==> src/logic/radio_types_pkg.sv <==
// Vector types shared by the control plane
// Everything runs on dsp_clk, so no type carries clock-domain meaning

package radio_types_pkg;

   typedef logic [7:0]  set_addr_t;    // Settings register index
   typedef logic [31:0] set_data_t;    // Settings write and readback word
   typedef logic [63:0] vita_time_t;   // Free-running VITA tick count
   typedef logic [3:0]  rb_addr_t;     // Readback word index, 16 words
   typedef logic [7:0]  ctrl_byte_t;   // One misc control register
   typedef logic [11:0] axil_addr_t;   // Host byte address, 4 KB window

endpackage

==> src/logic/settings_map_pkg.sv <==
// Settings register map and readback word map
// Only the misc and time64 ranges are decoded; every other index is ignored
// Readback words outside 10..15 return RB_UNUSED

package settings_map_pkg;

   import radio_types_pkg::*;

   //////////////////////////////////////////////////////////////////////
   // Settings addresses

   // Misc block, offsets 0..6, offset 5 unused
   localparam set_addr_t  SR_MISC       = 8'd0;
   localparam ctrl_byte_t LED_SRC_RESET = 8'h1E;   // Bits 4:1 on hardware

   // Time block: +0 ticks high, +1 ticks low and commit, +2 imm
   localparam set_addr_t  SR_TIME64     = 8'd10;

   //////////////////////////////////////////////////////////////////////
   // Readback words

   localparam rb_addr_t   RB_TIME_HI    = 4'd10;
   localparam rb_addr_t   RB_TIME_LO    = 4'd11;
   localparam rb_addr_t   RB_COMPAT     = 4'd12;
   localparam rb_addr_t   RB_STATUS     = 4'd13;
   localparam rb_addr_t   RB_PPS_HI     = 4'd14;
   localparam rb_addr_t   RB_PPS_LO     = 4'd15;

   localparam set_data_t  RB_UNUSED     = 32'hFFFF_FFFF;

   // Bump the major part when the register map changes
   localparam set_data_t  COMPAT_NUM    = {16'd10, 16'd0};   // Major, minor

   // Status word layout, other bits read 0
   localparam int STATUS_BUTTON_BIT = 13;
   localparam int STATUS_CLK_BIT    = 11;
   localparam int STATUS_LINK_BIT   = 10;

endpackage

==> src/logic/settings_if.sv <==
// Settings write strobe and readback lookup between the host slave and
// the register blocks. A write is a single-cycle set_stb
// rb_data must be a combinational function of rb_addr

`timescale 1ns/10ps

interface settings_if;

   import radio_types_pkg::*;

   logic      set_stb;
   set_addr_t set_addr;
   set_data_t set_data;
   rb_addr_t  rb_addr;
   set_data_t rb_data;

   modport master (output set_stb, set_addr, set_data, rb_addr,
                   input  rb_data);

   // Sinks decode set_addr themselves
   modport sink (input set_stb, set_addr, set_data);

   modport readback (input rb_addr, output rb_data);

endinterface

==> src/logic/axil_settings_slave.sv <==
// AXI4-Lite slave in front of the settings bus
// One write and one read in flight at most; nothing is pipelined
// Full-word writes only, the write strobes are ignored
// Responses are always OKAY

`timescale 1ns/10ps

module axil_settings_slave (
   input  logic                        dsp_clk,
   input  logic                        por_rst,

   input  radio_types_pkg::axil_addr_t s_axil_awaddr_i,
   input  logic                        s_axil_awvalid_i,
   output logic                        s_axil_awready_o,
   input  radio_types_pkg::set_data_t  s_axil_wdata_i,
   input  logic                        s_axil_wvalid_i,
   output logic                        s_axil_wready_o,
   output logic                        s_axil_bvalid_o,
   input  logic                        s_axil_bready_i,
   output logic [1:0]                  s_axil_bresp_o,

   input  radio_types_pkg::axil_addr_t s_axil_araddr_i,
   input  logic                        s_axil_arvalid_i,
   output logic                        s_axil_arready_o,
   output radio_types_pkg::set_data_t  s_axil_rdata_o,
   output logic [1:0]                  s_axil_rresp_o,
   output logic                        s_axil_rvalid_o,
   input  logic                        s_axil_rready_i,

   settings_if.master                  set_bus
);

   logic wr_accept;
   logic rd_accept;

   // Address and data taken together, held off while a response is pending
   assign wr_accept = s_axil_awvalid_i && s_axil_wvalid_i && !s_axil_bvalid_o;
   assign rd_accept = s_axil_arvalid_i && !s_axil_rvalid_o;

   assign s_axil_awready_o = wr_accept;
   assign s_axil_wready_o  = wr_accept;
   assign s_axil_arready_o = rd_accept;

   assign s_axil_bresp_o = 2'b00;   // OKAY
   assign s_axil_rresp_o = 2'b00;

   assign set_bus.rb_addr = s_axil_araddr_i[5:2];   // Word index

   //////////////////////////////////////////////////////////////////////
   // Write path

   always_ff @(posedge dsp_clk) begin
      if (por_rst) begin
         set_bus.set_stb <= 1'b0;
         s_axil_bvalid_o <= 1'b0;
      end else begin
         set_bus.set_stb <= wr_accept;   // One pulse per accepted write
         if (wr_accept)
            s_axil_bvalid_o <= 1'b1;
         else if (s_axil_bready_i)
            s_axil_bvalid_o <= 1'b0;
      end
   end

   always_ff @(posedge dsp_clk) begin
      if (wr_accept) begin
         set_bus.set_addr <= s_axil_awaddr_i[9:2];
         set_bus.set_data <= s_axil_wdata_i;
      end
   end

   //////////////////////////////////////////////////////////////////////
   // Read path

   always_ff @(posedge dsp_clk) begin
      if (por_rst) begin
         s_axil_rvalid_o <= 1'b0;
      end else if (rd_accept) begin
         s_axil_rvalid_o <= 1'b1;
      end else if (s_axil_rready_i) begin
         s_axil_rvalid_o <= 1'b0;
      end
   end

   // Readback word captured at acceptance
   always_ff @(posedge dsp_clk) begin
      if (rd_accept)
         s_axil_rdata_o <= set_bus.rb_data;
   end

   // Sinks see each write exactly once
   a_single_strobe : assert property (@(posedge dsp_clk) disable iff (por_rst)
      set_bus.set_stb |=> !set_bus.set_stb);

endmodule

==> src/logic/misc_ctrl.sv <==
// Misc control registers and the LED source mux
// A led_src bit of 1 gives that LED to hardware status, 0 to led_sw
// phy_resetn_o is high out of reset

`timescale 1ns/10ps

module misc_ctrl (
   input  logic                        dsp_clk,
   input  logic                        por_rst,
   settings_if.sink                    set_bus,

   input  logic                        run_tx_i,
   input  logic                        run_rx_i,
   input  logic                        clk_status_i,
   input  logic                        serdes_link_up_i,
   input  logic                        good_sync_i,

   output radio_types_pkg::ctrl_byte_t leds_o,
   output logic                        clock_ready_o,
   output logic [1:0]                  clk_en_o,
   output logic [1:0]                  clk_sel_o,
   output logic                        ser_enable_o,
   output logic                        ser_prbsen_o,
   output logic                        ser_loopen_o,
   output logic                        ser_rx_en_o,
   output logic                        adc_oe_a_o,
   output logic                        adc_on_a_o,
   output logic                        adc_oe_b_o,
   output logic                        adc_on_b_o,
   output logic                        phy_resetn_o
);

   import radio_types_pkg::*;
   import settings_map_pkg::*;

   logic [4:0] clock_r;    // Only the bits that reach pins are kept
   logic [3:0] serdes_r;
   logic [3:0] adc_r;
   ctrl_byte_t led_sw_r;
   ctrl_byte_t led_src_r;
   logic       phy_reset_r;
   ctrl_byte_t led_hw;

   always_ff @(posedge dsp_clk) begin
      if (por_rst) begin
         clock_r     <= '0;
         serdes_r    <= '0;
         adc_r       <= '0;
         led_sw_r    <= '0;
         led_src_r   <= LED_SRC_RESET;
         phy_reset_r <= 1'b0;
      end else if (set_bus.set_stb) begin
         case (set_bus.set_addr)
            SR_MISC + 8'd0: clock_r     <= set_bus.set_data[4:0];
            SR_MISC + 8'd1: serdes_r    <= set_bus.set_data[3:0];
            SR_MISC + 8'd2: adc_r       <= set_bus.set_data[3:0];
            SR_MISC + 8'd3: led_sw_r    <= set_bus.set_data[7:0];
            SR_MISC + 8'd4: phy_reset_r <= set_bus.set_data[0];
            SR_MISC + 8'd6: led_src_r   <= set_bus.set_data[7:0];
            default: ;
         endcase
      end
   end

   assign {clock_ready_o, clk_en_o, clk_sel_o} = clock_r;
   assign {ser_enable_o, ser_prbsen_o, ser_loopen_o, ser_rx_en_o} = serdes_r;
   assign {adc_oe_a_o, adc_on_a_o, adc_oe_b_o, adc_on_b_o} = adc_r;
   assign phy_resetn_o = !phy_reset_r;

   // Link LED only lit once the time base has locked to PPS
   assign led_hw = {3'b000, run_tx_i, run_rx_i, clk_status_i,
                    serdes_link_up_i && good_sync_i, 1'b0};

   assign leds_o = (led_src_r & led_hw) | (~led_src_r & led_sw_r);

endmodule

==> src/logic/time_regs.sv <==
// Time-set registers: ticks high, ticks low and the imm flag
// Writing ticks low commits the set, so write high first
// imm must be written before the commit it applies to

`timescale 1ns/10ps

module time_regs (
   input  logic                        dsp_clk,
   input  logic                        por_rst,
   settings_if.sink                    set_bus,
   output radio_types_pkg::vita_time_t new_time_o,
   output logic                        set_now_o,
   output logic                        set_at_pps_o
);

   import radio_types_pkg::*;
   import settings_map_pkg::*;

   set_data_t ticks_hi_r;
   set_data_t ticks_lo_r;
   logic      imm_r;
   logic      commit;

   assign commit = set_bus.set_stb && (set_bus.set_addr == SR_TIME64 + 8'd1);

   always_ff @(posedge dsp_clk) begin
      if (por_rst) begin
         imm_r        <= 1'b0;
         set_now_o    <= 1'b0;
         set_at_pps_o <= 1'b0;
      end else begin
         set_now_o    <= commit && imm_r;
         set_at_pps_o <= commit && !imm_r;   // Wait for next PPS edge
         if (set_bus.set_stb && (set_bus.set_addr == SR_TIME64 + 8'd2))
            imm_r <= set_bus.set_data[0];
      end
   end

   always_ff @(posedge dsp_clk) begin
      if (set_bus.set_stb && (set_bus.set_addr == SR_TIME64))
         ticks_hi_r <= set_bus.set_data;
      if (commit)
         ticks_lo_r <= set_bus.set_data;
   end

   assign new_time_o = {ticks_hi_r, ticks_lo_r};

endmodule

==> src/logic/vita_time_core.sv <==
// 64-bit VITA time base with PPS capture
// pps_i is asynchronous; a rising edge takes effect three cycles after
// it is first sampled. good_sync stays set until reset

`timescale 1ns/10ps

module vita_time_core (
   input  logic                        dsp_clk,
   input  logic                        por_rst,
   input  logic                        pps_i,
   input  radio_types_pkg::vita_time_t new_time_i,
   input  logic                        set_now_i,
   input  logic                        set_at_pps_i,
   output radio_types_pkg::vita_time_t vita_time_o,
   output radio_types_pkg::vita_time_t vita_time_pps_o,
   output logic                        good_sync_o
);

   import radio_types_pkg::*;

   logic [1:0] pps_sync;      // Two-flop synchroniser
   logic       pps_last;
   logic       pps_edge;      // Registered rising edge
   logic       set_pending;
   vita_time_t time_next;

   // Value the counter holds after the coming edge
   always_comb begin
      if (set_now_i || (pps_edge && set_pending))
         time_next = new_time_i;
      else
         time_next = vita_time_o + 64'd1;
   end

   always_ff @(posedge dsp_clk) begin
      if (por_rst) begin
         pps_sync    <= '0;
         pps_last    <= 1'b0;
         pps_edge    <= 1'b0;
         set_pending <= 1'b0;
         good_sync_o <= 1'b0;
         vita_time_o <= '0;
      end else begin
         pps_sync    <= {pps_sync[0], pps_i};
         pps_last    <= pps_sync[1];
         pps_edge    <= pps_sync[1] && !pps_last;
         vita_time_o <= time_next;
         if (set_at_pps_i)
            set_pending <= 1'b1;        // Newer request replaces older
         else if (set_now_i || pps_edge)
            set_pending <= 1'b0;
         if (pps_edge)
            good_sync_o <= 1'b1;
      end
   end

   always_ff @(posedge dsp_clk) begin
      if (pps_edge)
         vita_time_pps_o <= time_next;
   end

   // Pending-flag priority assumes one kind of set request per commit
   a_one_set_kind : assert property (@(posedge dsp_clk) disable iff (por_rst)
      !(set_now_i && set_at_pps_i));

endmodule

==> src/logic/readback_mux.sv <==
// Readback word selection, purely combinational
// Words 10..15 are mapped, all others read RB_UNUSED

`timescale 1ns/10ps

module readback_mux (
   settings_if.readback                rb_bus,
   input  radio_types_pkg::vita_time_t vita_time_i,
   input  radio_types_pkg::vita_time_t vita_time_pps_i,
   input  logic                        button_i,
   input  logic                        clk_status_i,
   input  logic                        serdes_link_up_i
);

   import radio_types_pkg::*;
   import settings_map_pkg::*;

   set_data_t status_word;

   always_comb begin
      status_word = '0;
      status_word[STATUS_BUTTON_BIT] = button_i;
      status_word[STATUS_CLK_BIT]    = clk_status_i;
      status_word[STATUS_LINK_BIT]   = serdes_link_up_i;
   end

   always_comb begin
      case (rb_bus.rb_addr)
         RB_TIME_HI: rb_bus.rb_data = vita_time_i[63:32];
         RB_TIME_LO: rb_bus.rb_data = vita_time_i[31:0];
         RB_COMPAT:  rb_bus.rb_data = COMPAT_NUM;
         RB_STATUS:  rb_bus.rb_data = status_word;
         RB_PPS_HI:  rb_bus.rb_data = vita_time_pps_i[63:32];
         RB_PPS_LO:  rb_bus.rb_data = vita_time_pps_i[31:0];
         default:    rb_bus.rb_data = RB_UNUSED;
      endcase
   end

endmodule

==> src/logic/radio_ctrl_top.sv <==
// Radio control plane top: host AXI4-Lite slave, misc controls, LEDs,
// VITA time base and readback. Single clock, synchronous active-high reset
// Datapath run and link states come in as plain status inputs

`timescale 1ns/10ps

module radio_ctrl_top (
   input  logic                        dsp_clk,
   input  logic                        por_rst,

   input  radio_types_pkg::axil_addr_t s_axil_awaddr_i,
   input  logic                        s_axil_awvalid_i,
   output logic                        s_axil_awready_o,
   input  radio_types_pkg::set_data_t  s_axil_wdata_i,
   input  logic                        s_axil_wvalid_i,
   output logic                        s_axil_wready_o,
   output logic                        s_axil_bvalid_o,
   input  logic                        s_axil_bready_i,
   output logic [1:0]                  s_axil_bresp_o,
   input  radio_types_pkg::axil_addr_t s_axil_araddr_i,
   input  logic                        s_axil_arvalid_i,
   output logic                        s_axil_arready_o,
   output radio_types_pkg::set_data_t  s_axil_rdata_o,
   output logic [1:0]                  s_axil_rresp_o,
   output logic                        s_axil_rvalid_o,
   input  logic                        s_axil_rready_i,

   input  logic                        pps_i,
   input  logic                        run_tx_i,
   input  logic                        run_rx_i,
   input  logic                        clk_status_i,
   input  logic                        serdes_link_up_i,
   input  logic                        button_i,

   output radio_types_pkg::ctrl_byte_t leds_o,
   output logic                        clock_ready_o,
   output logic [1:0]                  clk_en_o,
   output logic [1:0]                  clk_sel_o,
   output logic                        ser_enable_o,
   output logic                        ser_prbsen_o,
   output logic                        ser_loopen_o,
   output logic                        ser_rx_en_o,
   output logic                        adc_oe_a_o,
   output logic                        adc_on_a_o,
   output logic                        adc_oe_b_o,
   output logic                        adc_on_b_o,
   output logic                        phy_resetn_o
);

   import radio_types_pkg::*;

   vita_time_t vita_time;
   vita_time_t vita_time_pps;
   vita_time_t new_time;
   logic       set_now;
   logic       set_at_pps;
   logic       good_sync;

   settings_if set_bus ();

   //////////////////////////////////////////////////////////////////////
   // Host access

   axil_settings_slave u_axil (
      .dsp_clk          (dsp_clk),
      .por_rst          (por_rst),
      .s_axil_awaddr_i  (s_axil_awaddr_i),
      .s_axil_awvalid_i (s_axil_awvalid_i),
      .s_axil_awready_o (s_axil_awready_o),
      .s_axil_wdata_i   (s_axil_wdata_i),
      .s_axil_wvalid_i  (s_axil_wvalid_i),
      .s_axil_wready_o  (s_axil_wready_o),
      .s_axil_bvalid_o  (s_axil_bvalid_o),
      .s_axil_bready_i  (s_axil_bready_i),
      .s_axil_bresp_o   (s_axil_bresp_o),
      .s_axil_araddr_i  (s_axil_araddr_i),
      .s_axil_arvalid_i (s_axil_arvalid_i),
      .s_axil_arready_o (s_axil_arready_o),
      .s_axil_rdata_o   (s_axil_rdata_o),
      .s_axil_rresp_o   (s_axil_rresp_o),
      .s_axil_rvalid_o  (s_axil_rvalid_o),
      .s_axil_rready_i  (s_axil_rready_i),
      .set_bus          (set_bus)
   );

   //////////////////////////////////////////////////////////////////////
   // Register blocks

   misc_ctrl u_misc (
      .dsp_clk          (dsp_clk),
      .por_rst          (por_rst),
      .set_bus          (set_bus),
      .run_tx_i         (run_tx_i),
      .run_rx_i         (run_rx_i),
      .clk_status_i     (clk_status_i),
      .serdes_link_up_i (serdes_link_up_i),
      .good_sync_i      (good_sync),
      .leds_o           (leds_o),
      .clock_ready_o    (clock_ready_o),
      .clk_en_o         (clk_en_o),
      .clk_sel_o        (clk_sel_o),
      .ser_enable_o     (ser_enable_o),
      .ser_prbsen_o     (ser_prbsen_o),
      .ser_loopen_o     (ser_loopen_o),
      .ser_rx_en_o      (ser_rx_en_o),
      .adc_oe_a_o       (adc_oe_a_o),
      .adc_on_a_o       (adc_on_a_o),
      .adc_oe_b_o       (adc_oe_b_o),
      .adc_on_b_o       (adc_on_b_o),
      .phy_resetn_o     (phy_resetn_o)
   );

   time_regs u_time_regs (
      .dsp_clk      (dsp_clk),
      .por_rst      (por_rst),
      .set_bus      (set_bus),
      .new_time_o   (new_time),
      .set_now_o    (set_now),
      .set_at_pps_o (set_at_pps)
   );

   vita_time_core u_vita_time (
      .dsp_clk         (dsp_clk),
      .por_rst         (por_rst),
      .pps_i           (pps_i),
      .new_time_i      (new_time),
      .set_now_i       (set_now),
      .set_at_pps_i    (set_at_pps),
      .vita_time_o     (vita_time),
      .vita_time_pps_o (vita_time_pps),
      .good_sync_o     (good_sync)
   );

   readback_mux u_readback (
      .rb_bus           (set_bus),
      .vita_time_i      (vita_time),
      .vita_time_pps_i  (vita_time_pps),
      .button_i         (button_i),
      .clk_status_i     (clk_status_i),
      .serdes_link_up_i (serdes_link_up_i)
   );

endmodule

==> config.mk <==
export PLATFORM = sky130hd
export DESIGN_NAME = radio_ctrl_top
export DESIGN_NICKNAME = d
export VERILOG_FILES = /design/src/logic/radio_types_pkg.sv /design/src/logic/settings_map_pkg.sv /design/src/logic/settings_if.sv /design/src/logic/axil_settings_slave.sv /design/src/logic/misc_ctrl.sv /design/src/logic/time_regs.sv /design/src/logic/vita_time_core.sv /design/src/logic/readback_mux.sv /design/src/logic/radio_ctrl_top.sv
export SDC_FILE = /design/constraint.sdc
export NUM_CORES = 1
export LEC_CHECK = 0
export ABC_CLOCK_PERIOD_IN_PS = 5600
export BUFFER_PORTS_ARGS = -buffer_cell sky130_fd_sc_hd__buf_4
export CAP_MARGIN = 20
export CORE_ASPECT_RATIO = 1.25
export CORE_MARGIN = 2
export CORE_UTILIZATION = 25
export CTS_BUF_LIST = sky130_fd_sc_hd__clkbuf_4
export DETAILED_ROUTE_END_ITERATION = 7
export PLACE_DENSITY = 0.36
export SLEW_MARGIN = 0
export SYNTH_ARGS = -nofsm -noshare
export SYNTH_HDL_FRONTEND = slang
export SYNTH_SLANG_ARGS = --single-unit
==> constraint.sdc <==
create_clock -name dsp_clk -period 5.6 [get_ports dsp_clk]
set_clock_uncertainty 0.2 [all_clocks]
set_input_delay 0.56 -clock dsp_clk [delete_from_list [all_inputs] [get_ports dsp_clk]]
set_output_delay 0.56 -clock dsp_clk [all_outputs]
set_load 0.005 [all_outputs]
==> run metrics, run 1 <==
outcome=finished, final reports clean; cell taking the most area after synthesis=edfxtp_1; DIE AREA=0.0532 sq mm; max-slew violation count=0; Min-Delay Path Class=in -> reg; Final setup viols=0; chip height=between 200 and 300 microns; CP dominant cell by count=buf_4; top post-synthesis cells by area=edfxtp_1 (47%), dfxtp_1 (17%), nand3_1 (3.2%); WL per Instance=about 21 microns; Reg2Reg Launch Point=u_vita_time.vita_time_o[0]; post-route clock period utilization=a little over two thirds; Clock Path Buffers=3; maximum number of pins on one net before global-route repair=between 100 and 150; initial antenna violation count=1; CP Capture Type=primary output; CTS buffer count=86; number of global-route vias before repair=9604; Tmin final=3.88 ns; Post CTS Setup Buffer Count=0; Ys Warns=0; Critical path buffers and inverters=6; initial DRC count=roughly 730; GP Congestion=around 0.84; core area=slightly above 0.05 sq mm; worst-skew pair later-pin latency=0.82 ns; Post-synth EDFFs=200; Clk pin slew, worst setup/hold paths=approximately 0.050 ns; Cell Area, Placed=~0.014 sq mm; DR DRC count=0; Crit path largest cell delay=0.55 ns; Seq cells post-synth=approximately 310; via/cell ratio=about 4.8; first-pass GRT wire length=62600 microns; most frequent cells in the layout=edfxtp_1 (200), buf_4 (132), clkbuf_4 (129), nand2_1 (106), dfxtp_1 (105); final worst slack=roughly 1.7 ns; most common cell after layout, fill and taps aside=edfxtp_1; iteration count of the initial detailed-routing pass=8; DRT Wirelength=around 42000 microns; hold_ws=about 0.11 ns; Crit path required time=roughly 4.8 ns; Tightest Pin Transition=1.05 ns; RSZ-0062 raised after global routing=false; post-DP HPWL=28500 microns; Final ANT Viol Nets=0; synth-to-layout area growth=25.6%; nets=1381; post-place setup slack=2.44 ns; Initial Utilization=approximately a quarter; Post-synth top flop=edfxtp_1; max_cap viols=0; GRT Total Usage=between 10% and 20%; mapped cell area=0.0128 sq mm; Vias=9727; Max Clk Rate=around 0.26 GHz; register area share after synthesis=a little under two thirds; CTS H-tree depth=3; row count=92; reg2reg setup slack=around 2.4 ns; PortBufs=115; beginning of the critical path=s_axil_wvalid_i; Setup TNS=0 ns; FFs w/ async S/R, synth=0%; critical path class=in -> out; GR Overflow Total=0; critical path launch point type=input pin; Slew headroom=30.3%; Leakage Power=about 5.7 nW; I/O Pins=132; area fraction of the dominant cell type after synthesis=46.8%; Final Hold Fails=0; worst-path maximum fanout=25; Finished Cell Area=0.0161 sq mm; CTS root buffer=clkbuf_4; mean post-synth cell area=11.6 sq um; CP Cell Sequence=dlygate4sd3_1, buf_4, nand2_1, dlygate4sd3_1, or2_2, inv_2, buf_4, buf_4; min-delay src=por_rst; cell count after synthesis=1107; Synth cell types=60; critical path's slowest cell=dlygate4sd3_1; Die X=about 210 microns; worst vdd ir=between 0.0001 and 0.00015 V; CTS tree=built; CTS sink count=306; CP top delay family=buffers and inverters; layout cells sized above 1=about a fifth; CP arrival=~3.1 ns; pwr/cell area=304 mW/mm^2
[kinds of logic (layout without fill, tap and decap cells)]
| family | count (synthesis) | count (layout) | share of synthesized area (%) |
|---|---|---|---|
| other | 1 | 5 | 0.0292 |
| muxes | 37 | 37 | 2.95 |
| AOI/OAI and AO/OA | 180 | 180 | 9.96 |
| and+or+nand+nor | 462 | 462 | 18.5 |
| DFF | 306 | 306 | 63.4 |
| buffers and inverters | 83 | 352 | 2.60 |
| adders and majority gates | 1 | 1 | 0.0975 |
| xor gates and xnor gates | 37 | 37 | 2.53 |
[layer usage]
layer | global-route usage [%] | wire (microns)
met4 | 7.06 | 1120
met1 | 21.6 | 19500
met2 | 25.0 | 19700
met3 | 3.14 | 2140
met5 | 0 | 0
[cells in the mapped netlist, drive strengths merged (2+ instances only)]
cell type,number
edfxtp,200
mux2,6
a311oi,8
o31ai,7
nor2b,13
nor2,101
nor4bb,2
a21oi,48
a31oi,15
nand4,28
and3,13
inv,10
o21ai,14
xnor2,25
nand2b,8
or2,4
xor2,12
nor3b,2
dfxtp,106
nand3,81
mux2i,31
and4,9
nor4b,3
o211ai,6
nand2,106
clkbuf,54
and2,19
or4,13
a41oi,6
or3,8
o21a,2
a222oi,27
nand4b,3
a2bb2oi,2
nor3,23
a22oi,6
buf,19
nor4,24
a211oi,30
[per-stage QoR]
stage | power, mW | std cells | utilization [%]
3_3_place_gp | 2.72 | 1828 | 28.5
2_1_floorplan | 2.60 | 1110 | -
5_1_grt | 5.15 | 2038 | 31.9
4_1_cts | 5.02 | 2037 | 31.9
3_5_place_dp | 2.72 | 1828 | 28.5
6_report | 4.91 | 2038 | 31.9
[area by class of cell]
| class | count | area, sq um |
|---|---|---|
| Inverter | 10 | 37.5 |
| Timing Repair Buffer | 186 | 1540 |
| Tap cell | 658 | 823 |
| Multi-Input combinational cell | 721 | 4400 |
| Sequential cell | 306 | 8130 |
| Clock inverter | 27 | 213 |
| Antenna cell | 1 | 2.50 |
| Clock buffer | 129 | 968 |
| Fill cell | 5162 | 34400 |
[where the power goes]
part / switching, mW / internal [mW] / leakage [nW]
sequential: 0.0336 / 2.45 / 2.70
combinational: 0.113 / 0.100 / 2.28
clock: 0.975 / 1.23 / 0.692
[sequential cells by signal, indices dropped and copies added, names as in the netlist, 2 cells and up]
signal,count
u_vita_time.pps_sync,2
u_misc.serdes_r,4
u_misc.clock_r,5
u_misc.adc_r,4
u_axil.set_bus.set_data,32
u_time_regs.ticks_hi_r,32
u_time_regs.ticks_lo_r,32
u_misc.led_sw_r,8
u_vita_time.vita_time_o,64
u_axil.set_bus.set_addr,8
u_misc.led_src_r,8
u_axil.s_axil_rdata_o,32
u_vita_time.vita_time_pps_o,64
[worst paths after layout]
check / end / cells after the start
setup reg to reg: u_vita_time.vita_time_pps_o[54] / 6
hold reg to reg: u_vita_time.pps_edge / 1
setup / recovery: s_axil_wready_o / 8
hold / removal: u_vita_time.pps_sync[1] / 2
[what timing repair did]
| item | 4_1_cts | 5_1_grt |
|---|---|---|
| setup endpoints to repair | 0 | 0 |
| resized for setup | 0 | 0 |
| hold buffers | 53 | 0 |
| endpoints found under the hold margin | 47 | 0 |
Note: power is estimated with default switching activity, not from simulation.
==> inputs of run 2 (changes only) <==
--- a/config.mk
+++ b/config.mk
@@ -5,7 +5,7 @@
 export SDC_FILE = /design/constraint.sdc
 export NUM_CORES = 1
 export LEC_CHECK = 0
-export ABC_CLOCK_PERIOD_IN_PS = 5600
+export ABC_CLOCK_PERIOD_IN_PS = 3900
 export BUFFER_PORTS_ARGS = -buffer_cell sky130_fd_sc_hd__buf_4
 export CAP_MARGIN = 20
 export CORE_ASPECT_RATIO = 1.25
==> constraint.sdc (replaced) <==
create_clock -name dsp_clk -period 3.9 [get_ports dsp_clk]
set_clock_uncertainty 0.2 [all_clocks]
set_input_delay 0.39 -clock dsp_clk [delete_from_list [all_inputs] [get_ports dsp_clk]]
set_output_delay 0.39 -clock dsp_clk [all_outputs]
set_load 0.005 [all_outputs]
==> run metrics, run 2 (synthesis gave the netlist of run 1 again) <==
outcome=finished, final reports clean; Fillers=5157 (-0.097%); maximum number of pins on one net before global-route repair=67 (-54%); number of global-route vias before repair=9819 (+2.2%); Critical path buffers and inverters=5 (-1); synth-to-layout area growth=29.3%; Finished Cell Area=0.0166 sq mm (+2.9%); critical path's slowest cell=dlygate4sd3_1; GR Overflow Total=0 (unchanged); Clock Path Buffers=3 (unchanged); Vias=9900 (+1.8%); Crit path required time=3.31 ns (-1.53 ns); final worst slack=0.771 ns (-0.945 ns); I/O Pins=132 (unchanged); critical path launch point type=input pin; CTS buffer count=86 (unchanged); Final ANT Viol Nets=0 (unchanged); initial DRC count=681 (-6.3%); switching share of power=23.7% (+0.81 points); final core occ=32.8% (+0.92 points); worst vdd ir=0.000235 V (+63%); DIE AREA=0.0532 sq mm (unchanged); PortBufs=115 (unchanged); Setup TNS=0 ns (unchanged); total power=7.05 mW (+44%); min-delay src=s_axil_wdata_i[16]; core area=0.0505 sq mm (unchanged); Comb power frac=4.7% (+0.4 points); max_cap viols=0 (unchanged); sw power=1.67 mW (+49%); Final Hold Fails=0 (unchanged); Max Clk Rate=around 0.32 GHz; critical path class=in -> out; GRT Total Usage=16.4% (+0.26 points); post-DP HPWL=29700 microns (+4.2%); post-route clock period utilization=80.2%; Leakage Power=5.89 nW (+3.9%); max-slew violation count=0 (unchanged); via/cell ratio=4.74 (-0.75%); first-pass GRT wire length=63900 microns (+2.0%); Slew headroom=31.5% (+1.2 points); most frequent cells in the layout=edfxtp_1 (200), buf_4 (145), clkbuf_4 (133), nand2_1 (106), dfxtp_1 (105); beginning of the critical path=s_axil_wvalid_i; Initial Utilization=25.4% (unchanged); cell-internal power=5.38 mW (+42%); CTS root buffer=clkbuf_4; nets=1428 (+3.4%); Final setup viols=0 (unchanged); iteration count of the initial detailed-routing pass=7 (-1); Tightest Pin Transition=1.03 ns (-0.0180 ns); chip height=257 microns (unchanged); DRT Wirelength=43000 microns (+1.3%); placed cells=1842 (+0.77%); Crit path largest cell delay=0.54 ns (about the same); layout cells sized above 1=22.2% (+0.90 points); row count=92 (unchanged); DR DRC count=0 (unchanged); CP arrival=2.54 ns (-0.58 ns); Finished Layout Cells=2090 (+2.6%); initial antenna violation count=2 (+1); CTS H-tree depth=3 (unchanged); Tmin final=around 3.1 ns; most common cell after layout, fill and taps aside=edfxtp_1; Reg2Reg Launch Point=u_vita_time.vita_time_o[0]; CTS sink count=306 (unchanged); CP Capture Type=primary output; Clk network pwr share=44.8% (-0.2 points); post-place setup slack=0.825 ns (-1.62 ns); WL per Instance=20.6 microns (-1.2%); Clk pin slew, worst setup/hold paths=0.06 ns (about the same); RSZ-0062 raised after global routing=false; Min-Delay Path Class=in -> reg; CP top delay family=buffers and inverters; pwr/cell area=425 mW/mm^2 (+40%); worst-skew pair later-pin latency=0.81 ns (about the same); hold_ws=0.121 ns (+0.00613 ns); CTS tree=built; area of the multi-input gates=0.00441 sq mm (+0.14%); storage element area=0.00813 sq mm (unchanged); GP Congestion=0.849 (+0.60%); Die X=207 microns (unchanged); Largest regs=u_vita_time.vita_time_o x64, u_vita_time.vita_time_pps_o x64; Cell Area, Placed=0.0145 sq mm (+0.91%); CP Cell Sequence=dlygate4sd3_1, buf_4, nand2_1, dlygate4sd3_1, or2_2, inv_2, buf_4; worst-path maximum fanout=24 (-4.0%); sequential share of power=50.6% (about the same)
[run 2: cell count changes in the layout (fill, tap and decap cells not counted), sizes merged]
cell / before / now
inv: 11 / 10
dlygate4sd3: 53 / 86
buf: 133 / 147
clkinvlp: 1 / 4
bufinv: 4 / 2
clkinv: 21 / 22
clkbuf: 129 / 133
[run 2: worst register-to-register path: cells and delay by family, from the launching register on]
family / cells / cell delay (ns)
DFF: 1 / 0.44
AOI/OAI and AO/OA: 2 / 0.66
and+or+nand+nor: 3 / 1.28
adders and majority gates: 1 / 0.26
[run 2: final timing paths]
kind	end	slack [ns]	cells after the start
worst max-delay path	s_axil_awready_o	0.77	7
worst min-delay path	u_axil.set_bus.set_data[16]	0.12	2
worst max register to register	u_vita_time.vita_time_pps_o[54]	0.80	6
worst min register to register	u_vita_time.pps_edge	0.18	1
[run 2: repair_timing]
item                      in CTS  in global routing
hold endpoints to repair      85                  0
resized for setup              0                  0
hold buffers                  86                  0
buffers inserted               0                  0
[run 2: power by group through the flow]
stage                     Sequential, mW  Clock [mW]  Combinational (mW)
after floorplan                     3.62           0               0.117
after global placement              3.64           0               0.271
after detailed placement            3.64           0               0.271
after CTS                           3.57        3.32               0.339
after global routing                3.57        3.48               0.366
final                               3.56        3.16               0.330
[run 2: layer usage]
layer  GRT usage [%]  part of all wire [%]  up-vias
met2            25.0                    46      308
met3            3.53                   5.2       79
met4            8.00                   3.5        0
met5               0                     0        -
met1            21.8                    46     4750
li1                -                     -     4763
[run 2: cell type report]
class,count,share of cell area (%)
Tap cell,658,4.96
Clock buffer,133,6.02
Antenna cell,1,0.0151
Inverter,10,0.226
Sequential cell,306,49.0
Multi-Input combinational cell,721,26.6
Clock inverter,28,1.13
Timing Repair Buffer,233,12.0
==> inputs of run 3 (changes only) <==
--- a/config.mk
+++ b/config.mk
@@ -5,7 +5,7 @@
 export SDC_FILE = /design/constraint.sdc
 export NUM_CORES = 1
 export LEC_CHECK = 0
-export ABC_CLOCK_PERIOD_IN_PS = 3900
+export ABC_CLOCK_PERIOD_IN_PS = 2800
 export BUFFER_PORTS_ARGS = -buffer_cell sky130_fd_sc_hd__buf_4
 export CAP_MARGIN = 20
 export CORE_ASPECT_RATIO = 1.25
@@ -13,7 +13,7 @@
 export CORE_UTILIZATION = 25
 export CTS_BUF_LIST = sky130_fd_sc_hd__clkbuf_4
 export DETAILED_ROUTE_END_ITERATION = 7
-export PLACE_DENSITY = 0.36
+export PLACE_DENSITY = 0.38
 export SLEW_MARGIN = 0
 export SYNTH_ARGS = -nofsm -noshare
 export SYNTH_HDL_FRONTEND = slang
==> constraint.sdc (replaced) <==
create_clock -name dsp_clk -period 2.8 [get_ports dsp_clk]
set_clock_uncertainty 0.2 [all_clocks]
set_input_delay 0.28 -clock dsp_clk [delete_from_list [all_inputs] [get_ports dsp_clk]]
set_output_delay 0.28 -clock dsp_clk [all_outputs]
set_load 0.005 [all_outputs]
==> run metrics, run 3 (synthesis gave the netlist of run 1 again) <==
Max Clk Rate=0.373 GHz; DR DRC count=0 (unchanged); Fillers=5179 (+0.43%); core area=0.0505 sq mm (unchanged); max-slew violation count=0 (unchanged); CTS sink count=306 (unchanged); reg2reg end=u_vita_time.vita_time_pps_o[47]; placed cells=1922 (+4.3%); CP arrival=3.02 ns (+0.48 ns); Leakage Power=6.38 nW (+8.2%); GR Layer Usage met3=3.01% (-0.52 points); outcome=finished, final reports clean; switching share of power=22.8% (-0.92 points); CTS tree=built; Tmin final=approximately 2.7 ns; reg2reg setup slack=0.12 ns (-0.68 ns); met1 Resource Use GR=22.1% (+0.27 points); pwr/cell area=563 mW/mm^2 (+32%); CTS root buffer=clkbuf_4; chip height=257 microns (unchanged); nets=1524 (+6.7%); post-place setup slack=-0.00151 ns (-0.826 ns); maximum number of pins on one net before global-route repair=60 (-10%); sequential share of power=50.6% (about the same); GRT Total Usage=17.1% (+0.69 points); GP Congestion=0.859 (+1.3%); hold depth=1 (-1); Clk network pwr share=44.1% (-0.7 points); gr busiest metal=met2; CP top delay family=simple AND/OR/NAND/NOR gates; Final Hold Fails=0 (unchanged); post-DP HPWL=31100 microns (+4.6%); cell-internal power=7.56 mW (+41%); worst vdd ir=0.000331 V (+41%); min-delay src=u_vita_time.pps_last; row count=92 (unchanged); Clock Path Buffers=3 (unchanged); DIE AREA=0.0532 sq mm (unchanged); Finished Layout Cells=2181 (+4.4%); Largest regs=u_vita_time.vita_time_o x64, u_vita_time.vita_time_pps_o x64; CP Capture Type=flop; Tightest Pin Transition=0.812 ns (-0.216 ns); Comb power frac=5.2% (+0.5 points); Clk pin slew, worst setup/hold paths=0.07 ns (about the same); initial antenna violation count=1 (-1); critical path's slowest cell=or4_1; Crit path required time=3.14 ns (-0.17 ns); Critical path buffers and inverters=1 (-4); initial DRC count=703 (+3.2%); R2R cell count=6 (unchanged); CP Cell Sequence=nand4_1, or4_1, buf_4, nor4bb_1, xnor2_1, a21oi_1; most common cell after layout, fill and taps aside=buf_4; Final ANT Viol Nets=0 (unchanged); RSZ-0062 raised after global routing=false; Initial Utilization=25.4% (unchanged); final worst slack=0.116 ns (-0.655 ns); GR Overflow Total=0 (unchanged); met2 Use GR=27.8% (+2.8 points); I/O Pins=132 (unchanged); worst-path maximum fanout=4 (-83%); CTS buffer count=84 (-2.3%); PortBufs=115 (unchanged); Vias=10400 (+4.7%); Min-Delay Path Class=reg -> reg; worst hold endpoint=u_vita_time.pps_edge; max_cap viols=0 (unchanged); WL per Instance=20.4 microns (-0.86%); sw power=2.23 mW (+33%); synth-to-layout area growth=35.6%; critical path launch point type=flop; first-pass GRT wire length=66700 microns (+4.5%); most frequent cells in the layout=buf_4 (221), edfxtp_1 (200), clkbuf_4 (131), nand2_1 (106), dfxtp_1 (105); CTS H-tree depth=3 (unchanged); Reg2Reg Launch Point=u_vita_time.vita_time_o[21]; Die X=207 microns (unchanged); Crit path largest cell delay=0.60 ns (+0.06 ns); number of global-route vias before repair=10600 (+8.4%); worst-skew pair later-pin latency=0.82 ns (about the same); iteration count of the initial detailed-routing pass=6 (-1); post-route clock period utilization=95.9%; critical path class=reg -> reg; DRT Wirelength=44400 microns (+3.5%); layout cells sized above 1=25.9% (+3.7 points); Final setup viols=0 (unchanged); Slew headroom=45.8% (+14 points); via/cell ratio=4.75 (+0.34%)
run 3: cell count changes in the layout (fill, tap and decap cells not counted), sizes merged:
cell,previous run,this run
clkinv,22,19
bufinv,2,3
buf,147,227
inv,10,11
clkbuf,133,131
clkinvlp,4,0
dlygate4sd3,86,104
run 3: power groups by stage:
stage	Sequential, mW	Clock [mW]	Combinational [mW]
final	4.95	4.32	0.513
after global routing	4.96	4.72	0.562
after CTS	4.95	4.52	0.523
after detailed placement	5.05	0	0.410
after global placement	5.05	0	0.409
after floorplan	5.04	0	0.163
run 3: how the worst max path moves through the flow:
stage	from	to	slack, ns	depth (start not counted)
6_report	u_vita_time.vita_time_o[21]	u_vita_time.vita_time_pps_o[47]	0.12	6
5_1_grt	u_vita_time.vita_time_o[39]	u_vita_time.vita_time_pps_o[49]	0.008	6
4_1_cts	u_vita_time.vita_time_o[21]	u_vita_time.vita_time_pps_o[43]	0.03	7
3_5_place_dp	u_vita_time.vita_time_o[21]	u_vita_time.vita_time_pps_o[45]	-0.002	7
3_3_place_gp	u_vita_time.vita_time_o[21]	u_vita_time.vita_time_pps_o[45]	-0.04	7
2_1_floorplan	u_vita_time.vita_time_o[0]	u_vita_time.vita_time_pps_o[54]	0.06	8
run 3: layout make-up:
| cell class | instances | area (sq um) | area share (%) |
|---|---|---|---|
| Multi-Input combinational cell | 721 | 4430 | 25.5 |
| Timing Repair Buffer | 331 | 2820 | 16.2 |
| Clock inverter | 23 | 171 | 0.985 |
| Inverter | 10 | 37.5 | 0.216 |
| Sequential cell | 306 | 8130 | 46.7 |
| Antenna cell | 1 | 2.50 | 0.0144 |
| Tap cell | 658 | 823 | 4.73 |
| Clock buffer | 131 | 983 | 5.65 |
run 3: repair_timing:
item | in CTS | in global routing
pin swaps | 0 | 0
gates resized for setup | 1 | 3
buffers inserted | 0 | 0
hold buffers | 104 | 0
endpoints found under the hold margin | 160 | 0
setup endpoints to repair | 1 | 3
run 3: stage by stage:
step | setup TNS, ns | total power, mW | util (%) | hold slack [ns] | area, sq um
after floorplan | 0 | 5.20 | - | 0.160 | 12900
after global placement | -0.0436 | 5.46 | 30.0 | 0.200 | 15200
after detailed placement | -0.00151 | 5.46 | 30.0 | 0.204 | 15200
after CTS | 0 | 10.0 | 34.4 | 0.213 | 17400
after global routing | 0 | 10.2 | 34.4 | 0.227 | 17400
final | 0 | 9.79 | 34.4 | 0.202 | 17400
run 3: per-layer routing:
metal	routed length (microns)	up-vias
li1	-	4964
met1	19600	5003
met2	21300	333
met3	2350	66
met4	1210	0
met5	0	-
